`src/fp_pkg.sv`:
```
package fp_pkg;

	// ======================================================================
	// 27-bit float format
	// ======================================================================

	// Word layout: sign, biased exponent, fraction with hidden one
	localparam int FP_W   = 27;
	localparam int EXP_W  = 8;
	localparam int FRAC_W = 18;
	localparam int EXP_BIAS = 127;

	// Largest exponent whose value still fits a 16-bit signed integer
	localparam int FP_MAX_EXP_INT = 141;

	// Inverse square root seed, taken from the raw word
	localparam logic [FP_W-1:0] INV_SQRT_MAGIC = 27'd49920718;

	// 1.5 used in the Newton step
	localparam logic [FP_W-1:0] FP_THREE_HALVES = {1'b0, 8'd127, 18'h20000};

	// Pipeline depths in clock cycles
	localparam int INV_SQRT_LATENCY = 5;
	localparam int ADD_LATENCY      = 2;

	typedef struct packed {
		logic              sign;
		logic [EXP_W-1:0]  exp;
		logic [FRAC_W-1:0] frac;
	} fp_fields_t;

	// Integer view sits in the low 16 bits
	typedef struct packed {
		logic [FP_W-17:0]   pad;
		logic signed [15:0] value;
	} fp_int_t;

	// Operand word, read as a float or as an integer
	typedef union packed {
		fp_fields_t fields;
		fp_int_t    int_view;
	} fp_word_u;

endpackage

```
`src/fpu_regs_pkg.sv`:
```
package fpu_regs_pkg;

	// ======================================================================
	// APB register map
	// ======================================================================

	// Byte addresses
	localparam logic [4:0] REG_OPA    = 5'h00;
	localparam logic [4:0] REG_OPB    = 5'h04;
	localparam logic [4:0] REG_CTRL   = 5'h08;
	localparam logic [4:0] REG_STATUS = 5'h0C;
	localparam logic [4:0] REG_RESULT = 5'h10;

	// Operation code written to CTRL
	typedef enum logic [2:0] {
		OP_ADD      = 3'd0,
		OP_SUB      = 3'd1,
		OP_MUL      = 3'd2,
		OP_INV_SQRT = 3'd3,
		OP_INT2FP   = 3'd4,
		OP_FP2INT   = 3'd5
	} fpu_op_e;

	// STATUS bit positions
	localparam int STATUS_BUSY_BIT = 0;
	localparam int STATUS_DONE_BIT = 1;

endpackage

```
`src/fpu_op_if.sv`:
```
`timescale 1ns/10ps

// One operation from the register block to the execution unit
interface fpu_op_if;

	// Issue side
	logic                  start;
	fpu_regs_pkg::fpu_op_e op;
	fp_pkg::fp_word_u      a;
	fp_pkg::fp_word_u      b;

	// Completion side
	logic                  busy;
	logic                  done;
	fp_pkg::fp_word_u      result;

	// Register block issues, reads back
	modport regs (output start, op, a, b, input busy, done, result);

	// Execution unit takes the op, reports busy and result
	modport exec (input start, op, a, b, output busy, done, result);

endinterface

```
`src/fp_mul.sv`:
```
`timescale 1ns/10ps

module fp_mul (
	input  fp_pkg::fp_word_u a,
	input  fp_pkg::fp_word_u b,
	output fp_pkg::fp_word_u prod
);
	localparam int EW     = fp_pkg::EXP_W;
	localparam int FW     = fp_pkg::FRAC_W;
	localparam int MANT_W = FW + 1;
	// Room for the exponent sum plus carry
	localparam int SUM_W  = EW + 2;

	logic [MANT_W-1:0]   a_mant;
	logic [MANT_W-1:0]   b_mant;
	logic [2*MANT_W-1:0] mant_prod;
	logic                carry;
	logic [SUM_W-1:0]    exp_sum;
	logic [EW-1:0]       exp_out;
	logic [FW-1:0]       frac_out;
	logic                underflow;

	// Restore hidden ones
	assign a_mant    = {1'b1, a.fields.frac};
	assign b_mant    = {1'b1, b.fields.frac};
	assign mant_prod = a_mant * b_mant;

	// Product lies in [1,4), top bit means one place of normalize
	assign carry    = mant_prod[2*MANT_W-1];
	assign frac_out = carry ? mant_prod[2*MANT_W-2 -: FW] : mant_prod[2*MANT_W-3 -: FW];

	// Biased sum, less one bias
	assign exp_sum   = SUM_W'(a.fields.exp) + SUM_W'(b.fields.exp) + SUM_W'(carry);
	assign exp_out   = EW'(exp_sum - SUM_W'(fp_pkg::EXP_BIAS));
	assign underflow = (exp_sum <= SUM_W'(fp_pkg::EXP_BIAS));

	always_comb begin
		prod = '0;
		// Zero operand or too small a result gives zero
		if (a.fields.exp != '0 && b.fields.exp != '0 && !underflow) begin
			prod = {a.fields.sign ^ b.fields.sign, exp_out, frac_out};
		end
	end

endmodule

```
`src/fp_add.sv`:
```
`timescale 1ns/10ps

module fp_add (
	input  logic             iCLK,
	input  fp_pkg::fp_word_u a,
	input  fp_pkg::fp_word_u b,
	output fp_pkg::fp_word_u sum
);
	localparam int EW     = fp_pkg::EXP_W;
	localparam int FW     = fp_pkg::FRAC_W;
	localparam int MANT_W = FW + 1;
	// Carry bit, mantissa, then guard bits for the shifted operand
	localparam int ACC_W  = 1 + MANT_W + FW;
	localparam int LZ_W   = $clog2(ACC_W + 1);

	// Stage one, alignment
	logic [MANT_W-1:0] a_mant;
	logic [MANT_W-1:0] b_mant;
	logic              a_larger;
	logic [EW-1:0]     exp_diff;
	logic [EW-1:0]     larger_exp;
	logic [ACC_W-1:0]  big_acc;
	logic [ACC_W-1:0]  small_acc;
	logic [ACC_W-1:0]  pre_sum;

	// Stage one registers
	logic [ACC_W-1:0]  s1_sum;
	logic [EW-1:0]     s1_exp;
	logic              s1_sign;
	logic              s1_a_zero;
	logic              s1_b_zero;
	fp_pkg::fp_word_u  s1_a;
	fp_pkg::fp_word_u  s1_b;

	// Stage two, normalize
	logic [LZ_W-1:0]   lz;
	logic [ACC_W-1:0]  norm;
	logic [EW-1:0]     norm_exp;
	logic              underflow;

	// Leading zero count, all zero gives ACC_W
	function automatic logic [LZ_W-1:0] lead_zeros(input logic [ACC_W-1:0] v);
		logic [LZ_W-1:0] n;
		n = LZ_W'(ACC_W);
		for (int i = 0; i < ACC_W; i++) begin
			if (v[i])
				n = LZ_W'(ACC_W - 1 - i);
		end
		return n;
	endfunction

	// ======================================================================
	// Stage one
	// ======================================================================

	always_comb begin
		a_mant   = {1'b1, a.fields.frac};
		b_mant   = {1'b1, b.fields.frac};
		// Magnitude order, ties go to B
		a_larger = (a.fields.exp > b.fields.exp) ||
			((a.fields.exp == b.fields.exp) && (a_mant > b_mant));
		if (a_larger) begin
			larger_exp = a.fields.exp;
			exp_diff   = a.fields.exp - b.fields.exp;
			big_acc    = {1'b0, a_mant, {FW{1'b0}}};
			small_acc  = {1'b0, b_mant, {FW{1'b0}}} >> exp_diff;
		end else begin
			larger_exp = b.fields.exp;
			exp_diff   = b.fields.exp - a.fields.exp;
			big_acc    = {1'b0, b_mant, {FW{1'b0}}};
			small_acc  = {1'b0, a_mant, {FW{1'b0}}} >> exp_diff;
		end
		// Unlike signs subtract the smaller magnitude
		if (a.fields.sign ^ b.fields.sign)
			pre_sum = big_acc - small_acc;
		else
			pre_sum = big_acc + small_acc;
	end

	always_ff @(posedge iCLK) begin
		s1_sum    <= pre_sum;
		s1_exp    <= larger_exp;
		s1_sign   <= a_larger ? a.fields.sign : b.fields.sign;
		s1_a_zero <= (a.fields.exp == '0);
		s1_b_zero <= (b.fields.exp == '0);
		s1_a      <= a;
		s1_b      <= b;
	end

	// ======================================================================
	// Stage two
	// ======================================================================

	// Leading one moves to the top bit, one below is the first fraction bit
	assign lz        = lead_zeros(s1_sum);
	assign norm      = s1_sum << lz;
	assign norm_exp  = s1_exp + EW'(1) - EW'(lz);
	assign underflow = (int'(s1_exp) + 1 <= int'(lz));

	always_ff @(posedge iCLK) begin
		if (s1_a_zero && s1_b_zero)
			sum <= '0;
		else if (s1_a_zero)
			sum <= s1_b;
		else if (s1_b_zero)
			sum <= s1_a;
		else if (underflow || s1_sum == '0)
			sum <= '0;
		else
			sum <= {s1_sign, norm_exp, norm[ACC_W-2 -: FW]};
	end

endmodule

```
`src/fp_inv_sqrt.sv`:
```
`timescale 1ns/10ps

module fp_inv_sqrt (
	input  logic             iCLK,
	input  fp_pkg::fp_word_u a,
	output fp_pkg::fp_word_u inv_sqrt
);
	logic [fp_pkg::FP_W-1:0] a_raw;
	fp_pkg::fp_word_u        guess;
	fp_pkg::fp_word_u        half_a;
	fp_pkg::fp_word_u        guess_sq;
	fp_pkg::fp_word_u        half_sq;
	fp_pkg::fp_word_u        neg_half_sq;
	fp_pkg::fp_word_u        corr;

	// Guess path registers, one per stage
	fp_pkg::fp_word_u        y_s1;
	fp_pkg::fp_word_u        y_s2;
	fp_pkg::fp_word_u        y_s3;
	fp_pkg::fp_word_u        y_s4;
	fp_pkg::fp_word_u        y_s5;

	// Side path registers
	fp_pkg::fp_word_u        half_s1;
	fp_pkg::fp_word_u        sq_s1;
	fp_pkg::fp_word_u        half_sq_s2;
	fp_pkg::fp_word_u        corr_s5;

	// Seed from the raw bits
	assign a_raw = a;
	assign guess = fp_pkg::INV_SQRT_MAGIC - (a_raw >> 1);

	// Halving is one off the exponent
	always_comb begin
		half_a            = a;
		half_a.fields.exp = a.fields.exp - 1'b1;
	end

	// y squared
	fp_mul u_sq (.a(guess), .b(guess), .prod(guess_sq));

	// a/2 times y squared
	fp_mul u_half_sq (.a(half_s1), .b(sq_s1), .prod(half_sq));

	always_comb begin
		neg_half_sq             = half_sq_s2;
		neg_half_sq.fields.sign = ~half_sq_s2.fields.sign;
	end

	// 1.5 minus that, two cycles
	fp_add u_corr (.iCLK(iCLK), .a(fp_pkg::FP_THREE_HALVES), .b(neg_half_sq), .sum(corr));

	// Newton step result
	fp_mul u_step (.a(y_s5), .b(corr_s5), .prod(inv_sqrt));

	always_ff @(posedge iCLK) begin
		y_s1       <= guess;
		half_s1    <= half_a;
		sq_s1      <= guess_sq;
		y_s2       <= y_s1;
		half_sq_s2 <= half_sq;
		y_s3       <= y_s2;
		// Adder busy for stages three and four
		y_s4       <= y_s3;
		y_s5       <= y_s4;
		corr_s5    <= corr;
	end

endmodule

```
`src/fp_int_convert.sv`:
```
`timescale 1ns/10ps

module fp_int_convert (
	input  fp_pkg::fp_word_u a,
	output fp_pkg::fp_word_u to_fp,
	output fp_pkg::fp_word_u to_int
);
	localparam int EW    = fp_pkg::EXP_W;
	localparam int FW    = fp_pkg::FRAC_W;
	localparam int INT_W = 16;
	localparam int POS_W = $clog2(INT_W) + 1;
	// Integer part lands above the fraction bits
	localparam int BUF_W = INT_W + FW;
	localparam logic [INT_W-1:0] INT_MAX = 16'h7fff;

	logic signed [INT_W-1:0] int_in;
	logic [INT_W-1:0]        int_mag;
	logic [POS_W-1:0]        msb;
	logic [BUF_W-1:0]        fp_shift;
	logic [BUF_W-1:0]        int_shift;
	logic [INT_W-1:0]        int_mag_out;
	logic [INT_W-1:0]        int_out;

	// ======================================================================
	// Integer to float
	// ======================================================================

	always_comb begin
		int_in  = a.int_view.value;
		int_mag = int_in[INT_W-1] ? -int_in : int_in;
		// Leading one position
		msb = '0;
		for (int i = 0; i < INT_W; i++) begin
			if (int_mag[i])
				msb = POS_W'(i);
		end
		// Leading one moved to the hidden bit slot
		fp_shift = {{FW{1'b0}}, int_mag} << (POS_W'(FW) - msb);
		to_fp = '0;
		if (int_mag != '0) begin
			to_fp.fields.sign = int_in[INT_W-1];
			to_fp.fields.exp  = EW'(fp_pkg::EXP_BIAS) + EW'(msb);
			to_fp.fields.frac = fp_shift[FW-1:0];
		end
	end

	// ======================================================================
	// Float to integer
	// ======================================================================

	always_comb begin
		int_shift   = {{(INT_W-1){1'b0}}, 1'b1, a.fields.frac} <<
			(a.fields.exp - EW'(fp_pkg::EXP_BIAS));
		int_mag_out = int_shift[BUF_W-1 -: INT_W];
		// Below one truncates to zero, too large clips
		if (a.fields.exp < EW'(fp_pkg::EXP_BIAS))
			int_out = '0;
		else if (a.fields.exp > EW'(fp_pkg::FP_MAX_EXP_INT))
			int_out = a.fields.sign ? -INT_MAX : INT_MAX;
		else
			int_out = a.fields.sign ? -int_mag_out : int_mag_out;
		to_int = '0;
		to_int.int_view.value = int_out;
	end

endmodule

```
`src/fpu_exec.sv`:
```
`timescale 1ns/10ps

module fpu_exec (
	input logic    iCLK,
	input logic    reset_key,
	fpu_op_if.exec op_if
);
	// Countdown wide enough for the longest op
	localparam int CNT_W = $clog2(fp_pkg::INV_SQRT_LATENCY + 2);

	fp_pkg::fp_word_u      add_b;
	fp_pkg::fp_word_u      add_sum;
	fp_pkg::fp_word_u      mul_prod;
	fp_pkg::fp_word_u      isqrt_out;
	fp_pkg::fp_word_u      to_fp;
	fp_pkg::fp_word_u      to_int;
	fp_pkg::fp_word_u      unit_out;
	fpu_regs_pkg::fpu_op_e op_q;
	fpu_regs_pkg::fpu_op_e sel_op;
	logic [CNT_W-1:0]      cnt;
	logic [CNT_W-1:0]      op_lat;
	logic                  capture;

	// Subtract is add with B negated
	always_comb begin
		add_b = op_if.b;
		if (op_if.op == fpu_regs_pkg::OP_SUB)
			add_b.fields.sign = ~op_if.b.fields.sign;
	end

	// Units see operands in the start cycle only
	fp_add         u_add   (.iCLK(iCLK), .a(op_if.a), .b(add_b), .sum(add_sum));
	fp_mul         u_mul   (.a(op_if.a), .b(op_if.b), .prod(mul_prod));
	fp_inv_sqrt    u_isqrt (.iCLK(iCLK), .a(op_if.a), .inv_sqrt(isqrt_out));
	fp_int_convert u_conv  (.a(op_if.a), .to_fp(to_fp), .to_int(to_int));

	// Cycles from start to done
	always_comb begin
		case (op_if.op)
			fpu_regs_pkg::OP_ADD,
			fpu_regs_pkg::OP_SUB:      op_lat = CNT_W'(fp_pkg::ADD_LATENCY + 1);
			fpu_regs_pkg::OP_INV_SQRT: op_lat = CNT_W'(fp_pkg::INV_SQRT_LATENCY + 1);
			default:                   op_lat = CNT_W'(1);
		endcase
	end

	// Combinational ops are taken in the start cycle itself
	assign sel_op = op_if.start ? op_if.op : op_q;

	always_comb begin
		case (sel_op)
			fpu_regs_pkg::OP_ADD,
			fpu_regs_pkg::OP_SUB:      unit_out = add_sum;
			fpu_regs_pkg::OP_MUL:      unit_out = mul_prod;
			fpu_regs_pkg::OP_INV_SQRT: unit_out = isqrt_out;
			fpu_regs_pkg::OP_INT2FP:   unit_out = to_fp;
			fpu_regs_pkg::OP_FP2INT:   unit_out = to_int;
			default:                   unit_out = '0;
		endcase
	end

	// Result is loaded the cycle before done
	assign capture = (op_if.start && op_lat == CNT_W'(1)) || (cnt == CNT_W'(2));

	always_ff @(posedge iCLK) begin
		if (reset_key) begin
			cnt  <= '0;
			op_q <= fpu_regs_pkg::OP_ADD;
		end else if (op_if.start) begin
			cnt  <= op_lat;
			op_q <= op_if.op;
		end else if (cnt != '0) begin
			cnt <= cnt - 1'b1;
		end
	end

	always_ff @(posedge iCLK) begin
		if (capture)
			op_if.result <= unit_out;
	end

	// Busy through the done cycle, both drop together
	assign op_if.busy = (cnt != '0);
	assign op_if.done = (cnt == CNT_W'(1));

endmodule

```
`src/fpu_apb_regs.sv`:
```
`timescale 1ns/10ps

module fpu_apb_regs #(
	parameter int ADDR_W = 8
) (
	input  logic              iCLK,
	input  logic              reset_key,
	input  logic [ADDR_W-1:0] paddr,
	input  logic              psel,
	input  logic              penable,
	input  logic              pwrite,
	input  logic [31:0]       pwdata,
	output logic [31:0]       prdata,
	output logic              pready,
	output logic              pslverr,
	fpu_op_if.regs            op_if
);
	localparam int OP_W = $bits(fpu_regs_pkg::fpu_op_e);

	logic                  sel_opa;
	logic                  sel_opb;
	logic                  sel_ctrl;
	logic                  sel_status;
	logic                  sel_result;
	logic                  mapped;
	logic                  access;
	logic                  ctrl_stall;
	logic                  wr_done;
	logic                  start_q;
	logic                  done_flag;
	logic [31:0]           status_w;
	fpu_regs_pkg::fpu_op_e ctrl_op;
	fp_pkg::fp_word_u      opa_q;
	fp_pkg::fp_word_u      opb_q;
	fp_pkg::fp_word_u      result_q;

	// ======================================================================
	// Address decode and APB handshake
	// ======================================================================

	assign sel_opa    = (paddr == ADDR_W'(fpu_regs_pkg::REG_OPA));
	assign sel_opb    = (paddr == ADDR_W'(fpu_regs_pkg::REG_OPB));
	assign sel_ctrl   = (paddr == ADDR_W'(fpu_regs_pkg::REG_CTRL));
	assign sel_status = (paddr == ADDR_W'(fpu_regs_pkg::REG_STATUS));
	assign sel_result = (paddr == ADDR_W'(fpu_regs_pkg::REG_RESULT));
	assign mapped     = sel_opa | sel_opb | sel_ctrl | sel_status | sel_result;

	// Access phase
	assign access = psel && penable;

	// New op waits for the running one
	assign ctrl_stall = access && pwrite && sel_ctrl && op_if.busy;
	assign pready     = !ctrl_stall;
	assign pslverr    = access && !mapped;

	// Completing write to a real register
	assign wr_done = access && pwrite && pready && mapped;

	// ======================================================================
	// Registers
	// ======================================================================

	always_ff @(posedge iCLK) begin
		if (reset_key) begin
			start_q   <= 1'b0;
			ctrl_op   <= fpu_regs_pkg::OP_ADD;
			done_flag <= 1'b0;
			result_q  <= '0;
		end else begin
			// One-cycle issue pulse after the CTRL write
			start_q <= wr_done && sel_ctrl;
			if (wr_done && sel_ctrl)
				ctrl_op <= fpu_regs_pkg::fpu_op_e'(pwdata[OP_W-1:0]);
			// Sticky done, cleared by the next op
			if (op_if.done) begin
				done_flag <= 1'b1;
				result_q  <= op_if.result;
			end else if (wr_done && sel_ctrl) begin
				done_flag <= 1'b0;
			end
		end
	end

	// Operands
	always_ff @(posedge iCLK) begin
		if (wr_done && sel_opa)
			opa_q <= pwdata[fp_pkg::FP_W-1:0];
		if (wr_done && sel_opb)
			opb_q <= pwdata[fp_pkg::FP_W-1:0];
	end

	assign op_if.start = start_q;
	assign op_if.op    = ctrl_op;
	assign op_if.a     = opa_q;
	assign op_if.b     = opb_q;

	// Read mux, zero extended
	always_comb begin
		status_w = '0;
		status_w[fpu_regs_pkg::STATUS_BUSY_BIT] = op_if.busy;
		status_w[fpu_regs_pkg::STATUS_DONE_BIT] = done_flag;
		prdata = '0;
		if (sel_opa)
			prdata = 32'(opa_q);
		else if (sel_opb)
			prdata = 32'(opb_q);
		else if (sel_ctrl)
			prdata = 32'(ctrl_op);
		else if (sel_status)
			prdata = status_w;
		else if (sel_result)
			prdata = 32'(result_q);
	end

endmodule

```
`src/fpu_top.sv`:
```
`timescale 1ns/10ps

module fpu_top #(
	parameter int ADDR_W = 8
) (
	input  logic              iCLK,
	input  logic              reset_key,
	// APB3 slave
	input  logic [ADDR_W-1:0] paddr,
	input  logic              psel,
	input  logic              penable,
	input  logic              pwrite,
	input  logic [31:0]       pwdata,
	output logic [31:0]       prdata,
	output logic              pready,
	output logic              pslverr
);

	// Issue path between register block and execution unit
	fpu_op_if op_if ();

	fpu_apb_regs #(
		.ADDR_W(ADDR_W)
	) u_regs (
		.iCLK      (iCLK),
		.reset_key (reset_key),
		.paddr     (paddr),
		.psel      (psel),
		.penable   (penable),
		.pwrite    (pwrite),
		.pwdata    (pwdata),
		.prdata    (prdata),
		.pready    (pready),
		.pslverr   (pslverr),
		.op_if     (op_if.regs)
	);

	// Arithmetic units and latency tracking
	fpu_exec u_exec (
		.iCLK      (iCLK),
		.reset_key (reset_key),
		.op_if     (op_if.exec)
	);

endmodule

```
`config.mk`:
```
export PLATFORM = sky130hd
export DESIGN_NAME = fpu_top
export DESIGN_NICKNAME = d
export VERILOG_FILES = /design/src/fp_pkg.sv /design/src/fpu_regs_pkg.sv /design/src/fpu_op_if.sv /design/src/fp_mul.sv /design/src/fp_add.sv /design/src/fp_inv_sqrt.sv /design/src/fp_int_convert.sv /design/src/fpu_exec.sv /design/src/fpu_apb_regs.sv /design/src/fpu_top.sv
export SDC_FILE = /design/constraint.sdc
export NUM_CORES = 2
export LEC_CHECK = 0
export ABC_AREA = 0
export BUFFER_PORTS_ARGS = -buffer_cell sky130_fd_sc_hd__buf_2
export CAP_MARGIN = 15
export CORE_ASPECT_RATIO = 1.4
export CORE_UTILIZATION = 44
export CTS_BUF_LIST = sky130_fd_sc_hd__clkbuf_8
export CTS_CLUSTER_SIZE = 28
export DETAILED_ROUTE_END_ITERATION = 7
export HOLD_SLACK_MARGIN = 0.02
export MAX_ROUTING_LAYER = met4
export PLACE_DENSITY = 0.6
export SYNTH_ARGS = -nofsm -noshare
export SYNTH_HDL_FRONTEND = slang
export SYNTH_HIERARCHICAL = 1
export SYNTH_SLANG_ARGS = --single-unit
export TNS_END_PERCENT = 5
```
`constraint.sdc`:
```
create_clock -name iCLK -period 18.05 [get_ports iCLK]
set_clock_uncertainty 0.15 [all_clocks]
set_input_delay 0.9025 -clock iCLK [delete_from_list [all_inputs] [get_ports iCLK]]
set_output_delay 0.9025 -clock iCLK [all_outputs]
set_load 0.1 [all_outputs]
```
==> impl_metrics.py <==
metrics = {
    "cts": {
        "htreeDepth": 3,
        "cts_resized": 0,
        "numCtsBuffers": 99,
        "cts_buffer_depth": 3,
        "cts_hold_buf": 0,
        "cts-root-buf": "clkbuf_8",
        "clk_latency_ns": 0.81,
        "cts.sinks": 621,
        "cts_setup_buffers": 0,
        "cts_tree": "built",
        "clkTransAtPathRegs_ns": 0.08,
    },
    "detailed_routing": {
        "drt_iter0_drc": 5961,
        "drc": 11,
        "route.vias.total": 76600,
        "drtPass1Iterations": 8,
        "wire_per_inst_um": 23.3,
        "wirelength_um": 311000,
        "post_drt_via_cell_ratio": 5.73,
        "drtAntennaViolNets": 0,
    },
    "placed_design": {
        "placed_area_mm2": 0.0952,
        "dp_hpwl_um": 240000,
        "port_buffers": 68,
        "gp_congestion": 1.03,
    },
    "critical_path": {
        "critical_path.slowest_cell": "xnor2_4",
        "crit_type": "reg -> reg",
        "start_kind": "flip-flop",
        "required_ns": 18.61,
        "critical_path.endpoint_type": "flip-flop",
        "cp.arrival_ns": 12.38,
        "path_max_fanout": 39,
        "slowest_delay_ns": 0.84,
        "path_common_cell": "fa_1",
    },
    "timing": {
        "slew_headroom": 0.225,
        "finalCriticalPeriod_ns": 11.82,
        "hold_viol_final": 0,
        "slew_viol_final": 0,
        "setup_tns_ns": 0,
        "rsz0062_at_grt": "no",
        "fin_crit_sh": 0.655,
        "tightestPinTransition_ns": 1.16,
        "setup_viol": 0,
        "fmax_ghz": 0.0846,
    },
    "synthesis": {
        "synth-main-ff-cell": "dfxtp_1",
        "yosysUniqueCellTypes": 152,
        "synth_edf_count": 81,
        "yosysWarnings": 6,
        "seq_area_frac_synth": 0.145,
        "synth_area_leaders": "fa_1 (25%), dfxtp_1 (12%), ha_1 (9.1%)",
        "syn_inst": 10600,
        "ys_ff_latch": 621,
        "netlist.area_leader.share": 0.254,
        "syn-cell-area_mm2": 0.0914,
        "yosys.area.top_type": "fa_1",
        "async_flop_share": 0,
        "postSynthAreaPerCell_um2": 8.65,
    },
    "floorplanning": {
        "die_area_mm2": 0.210,
        "start_util": 0.444,
        "core_region_area_mm2": 0.206,
        "row_count": 197,
        "ios": 79,
        "die_w_um": 387,
        "dieHeight_um": 541,
    },
    "cells_and_area": {
        "fin_area_mm2": 0.0973,
        "final_nets": 12500,
        "drive_gt1_frac": 0.0762,
        "area_growth_pct": 6.43,
    },
    "status": {
        "outcome": "finished, violations left",
        "violations": "design-rule violations",
    },
    "hold_path": {
        "min_path_type": "reg -> reg",
    },
    "flow_run": {
        "maxCapViolations": 0,
    },
    "grt": {
        "grt_use_total": 0.301,
        "grt_antenna_before_repair": 14,
        "grt_pass1_wl_um": 472000,
        "grt_pass1_vias": 79400,
        "grt_max_degree": 61,
        "overflow": 0,
    },
}
final timing paths:
| path | start | endpoint | slack (ns) | depth (start not counted) |
|---|---|---|---|---|
| worst min-delay path | u_exec/u_isqrt/y_s4[7] | u_exec/u_isqrt/y_s5[7] | 0.16 | 0 |
| worst min register to register | u_exec/u_isqrt/y_s4[7] | u_exec/u_isqrt/y_s5[7] | 0.16 | 0 |
| worst max-delay path | u_regs/op_if.a[1] | u_exec/u_isqrt/sq_s1[11] | 6.23 | 38 |
| worst max register to register | u_regs/op_if.a[1] | u_exec/u_isqrt/sq_s1[11] | 6.23 | 38 |
layout by cell type (no fill, tap or decap), types with 63 or more instances in the layout:
cell type / netlist / final
mux4_2: 63 / 63
nand4_1: 70 / 70
conb_1: 4 / 168
buf_4: 47 / 190
mux2_2: 70 / 70
a21o_1: 102 / 102
nor3_1: 140 / 138
xor2_1: 129 / 114
nand2b_1: 69 / 69
a21oi_1: 371 / 371
a22oi_1: 105 / 105
clkbuf_8: 0 / 118
edfxtp_1: 81 / 81
o21ai_0: 333 / 333
nand2_1: 1109 / 1109
and2_1: 610 / 610
ha_1: 667 / 665
dfxtp_1: 540 / 540
nor2_1: 671 / 670
nor4_1: 65 / 64
mux2i_1: 357 / 357
xnor2_1: 213 / 201
inv_1: 1784 / 1803
buf_2: 87 / 68
fa_1: 1162 / 1162
nand3_1: 150 / 150
metrics by stage:
step,hold WS (ns),cells,utilization,setup WS [ns]
finish,0.158,13400,0.472,6.23
global route,0.135,13400,0.472,5.57
CTS,0.106,13400,0.472,6.32
detailed placement,0.162,13200,0.462,6.30
global placement,0.160,13200,0.462,6.44
floorplan,0.160,10700,-,7.78
Yosys cell counts, types with 129 or more instances:
master	n
a21oi_1	371
mux2i_1	357
fa_1	1162
nor2_1	671
xnor2_1	213
ha_1	667
o21ai_0	333
nor3_1	140
nand2_1	1109
clkbuf_1	294
inv_1	1784
xor2_1	129
dfxtp_1	540
and2_1	610
nand3_1	150
metal layers:
metal	routed length, µm	vias to the layer above	GRT usage
li1	-	34700	-
met4	18500	0	0.163
met2	156000	2712	0.521
met1	120000	38400	0.344
met3	16200	748	0.0286
met5	0	-	-
critical path, delay by kind of cell, from the launching register on:
family,cells,cell delay [ns]
adders and majority gates,9,4.08
AOI/OAI and AO/OA,12,3.48
buffers and inverters,8,1.32
and+or+nand+nor,7,1.24
xor gates and xnor gates,2,1.01
DFF,1,0.39
logic make-up after synthesis:
kind of cell / count (synthesis) / share of synthesized area
AOI/OAI and AO/OA: 1770 / 0.137
xor gates and xnor gates: 353 / 0.0347
adders and majority gates: 1829 / 0.346
buffers and inverters: 2286 / 0.100
muxes: 507 / 0.0656
other: 4 / 0.000164
and+or+nand+nor: 3201 / 0.172
DFF: 621 / 0.145
layout make-up:
class	count	area (µm²)
sequential	621	13200
timing repair buffer	259	1790
fill	20100	109000
clock buffer	118	1620
inverter	1801	6770
multi-input combinational	7828	70000
antenna	5	12.5
clock inverter	58	495
tap	2686	3360
sequential cells by signal, indices dropped and copies added (netlist names), 26 cells and up:
register and cells:
u_regs/op_if.a 27, u_exec/u_add/s1_sum 38, u_exec/u_isqrt/half_sq_s2 27, u_exec/u_isqrt/y_s2 27
u_regs/result_q 27, u_exec/u_isqrt/half_s1 27, u_exec/u_isqrt/sq_s1 27, u_exec/u_add/s1_a 27
u_exec/u_isqrt/corr_s5 27, u_exec/u_isqrt/y_s1 26, u_exec/u_isqrt/y_s3 27, u_exec/u_add/s1_b 27
u_exec/u_isqrt/u_corr/sum 27, u_exec/op_if.result 27, u_exec/u_isqrt/y_s4 27, u_exec/u_isqrt/u_corr/s1_sum 38
u_exec/u_add/sum 27, u_regs/op_if.b 27, u_exec/u_isqrt/u_corr/s1_a 27, u_exec/u_isqrt/y_s5 27
u_exec/u_isqrt/u_corr/s1_b 27
Power is not shown: default switching activity piles up to over one toggle a cycle in this logic, so the estimate is an artifact.
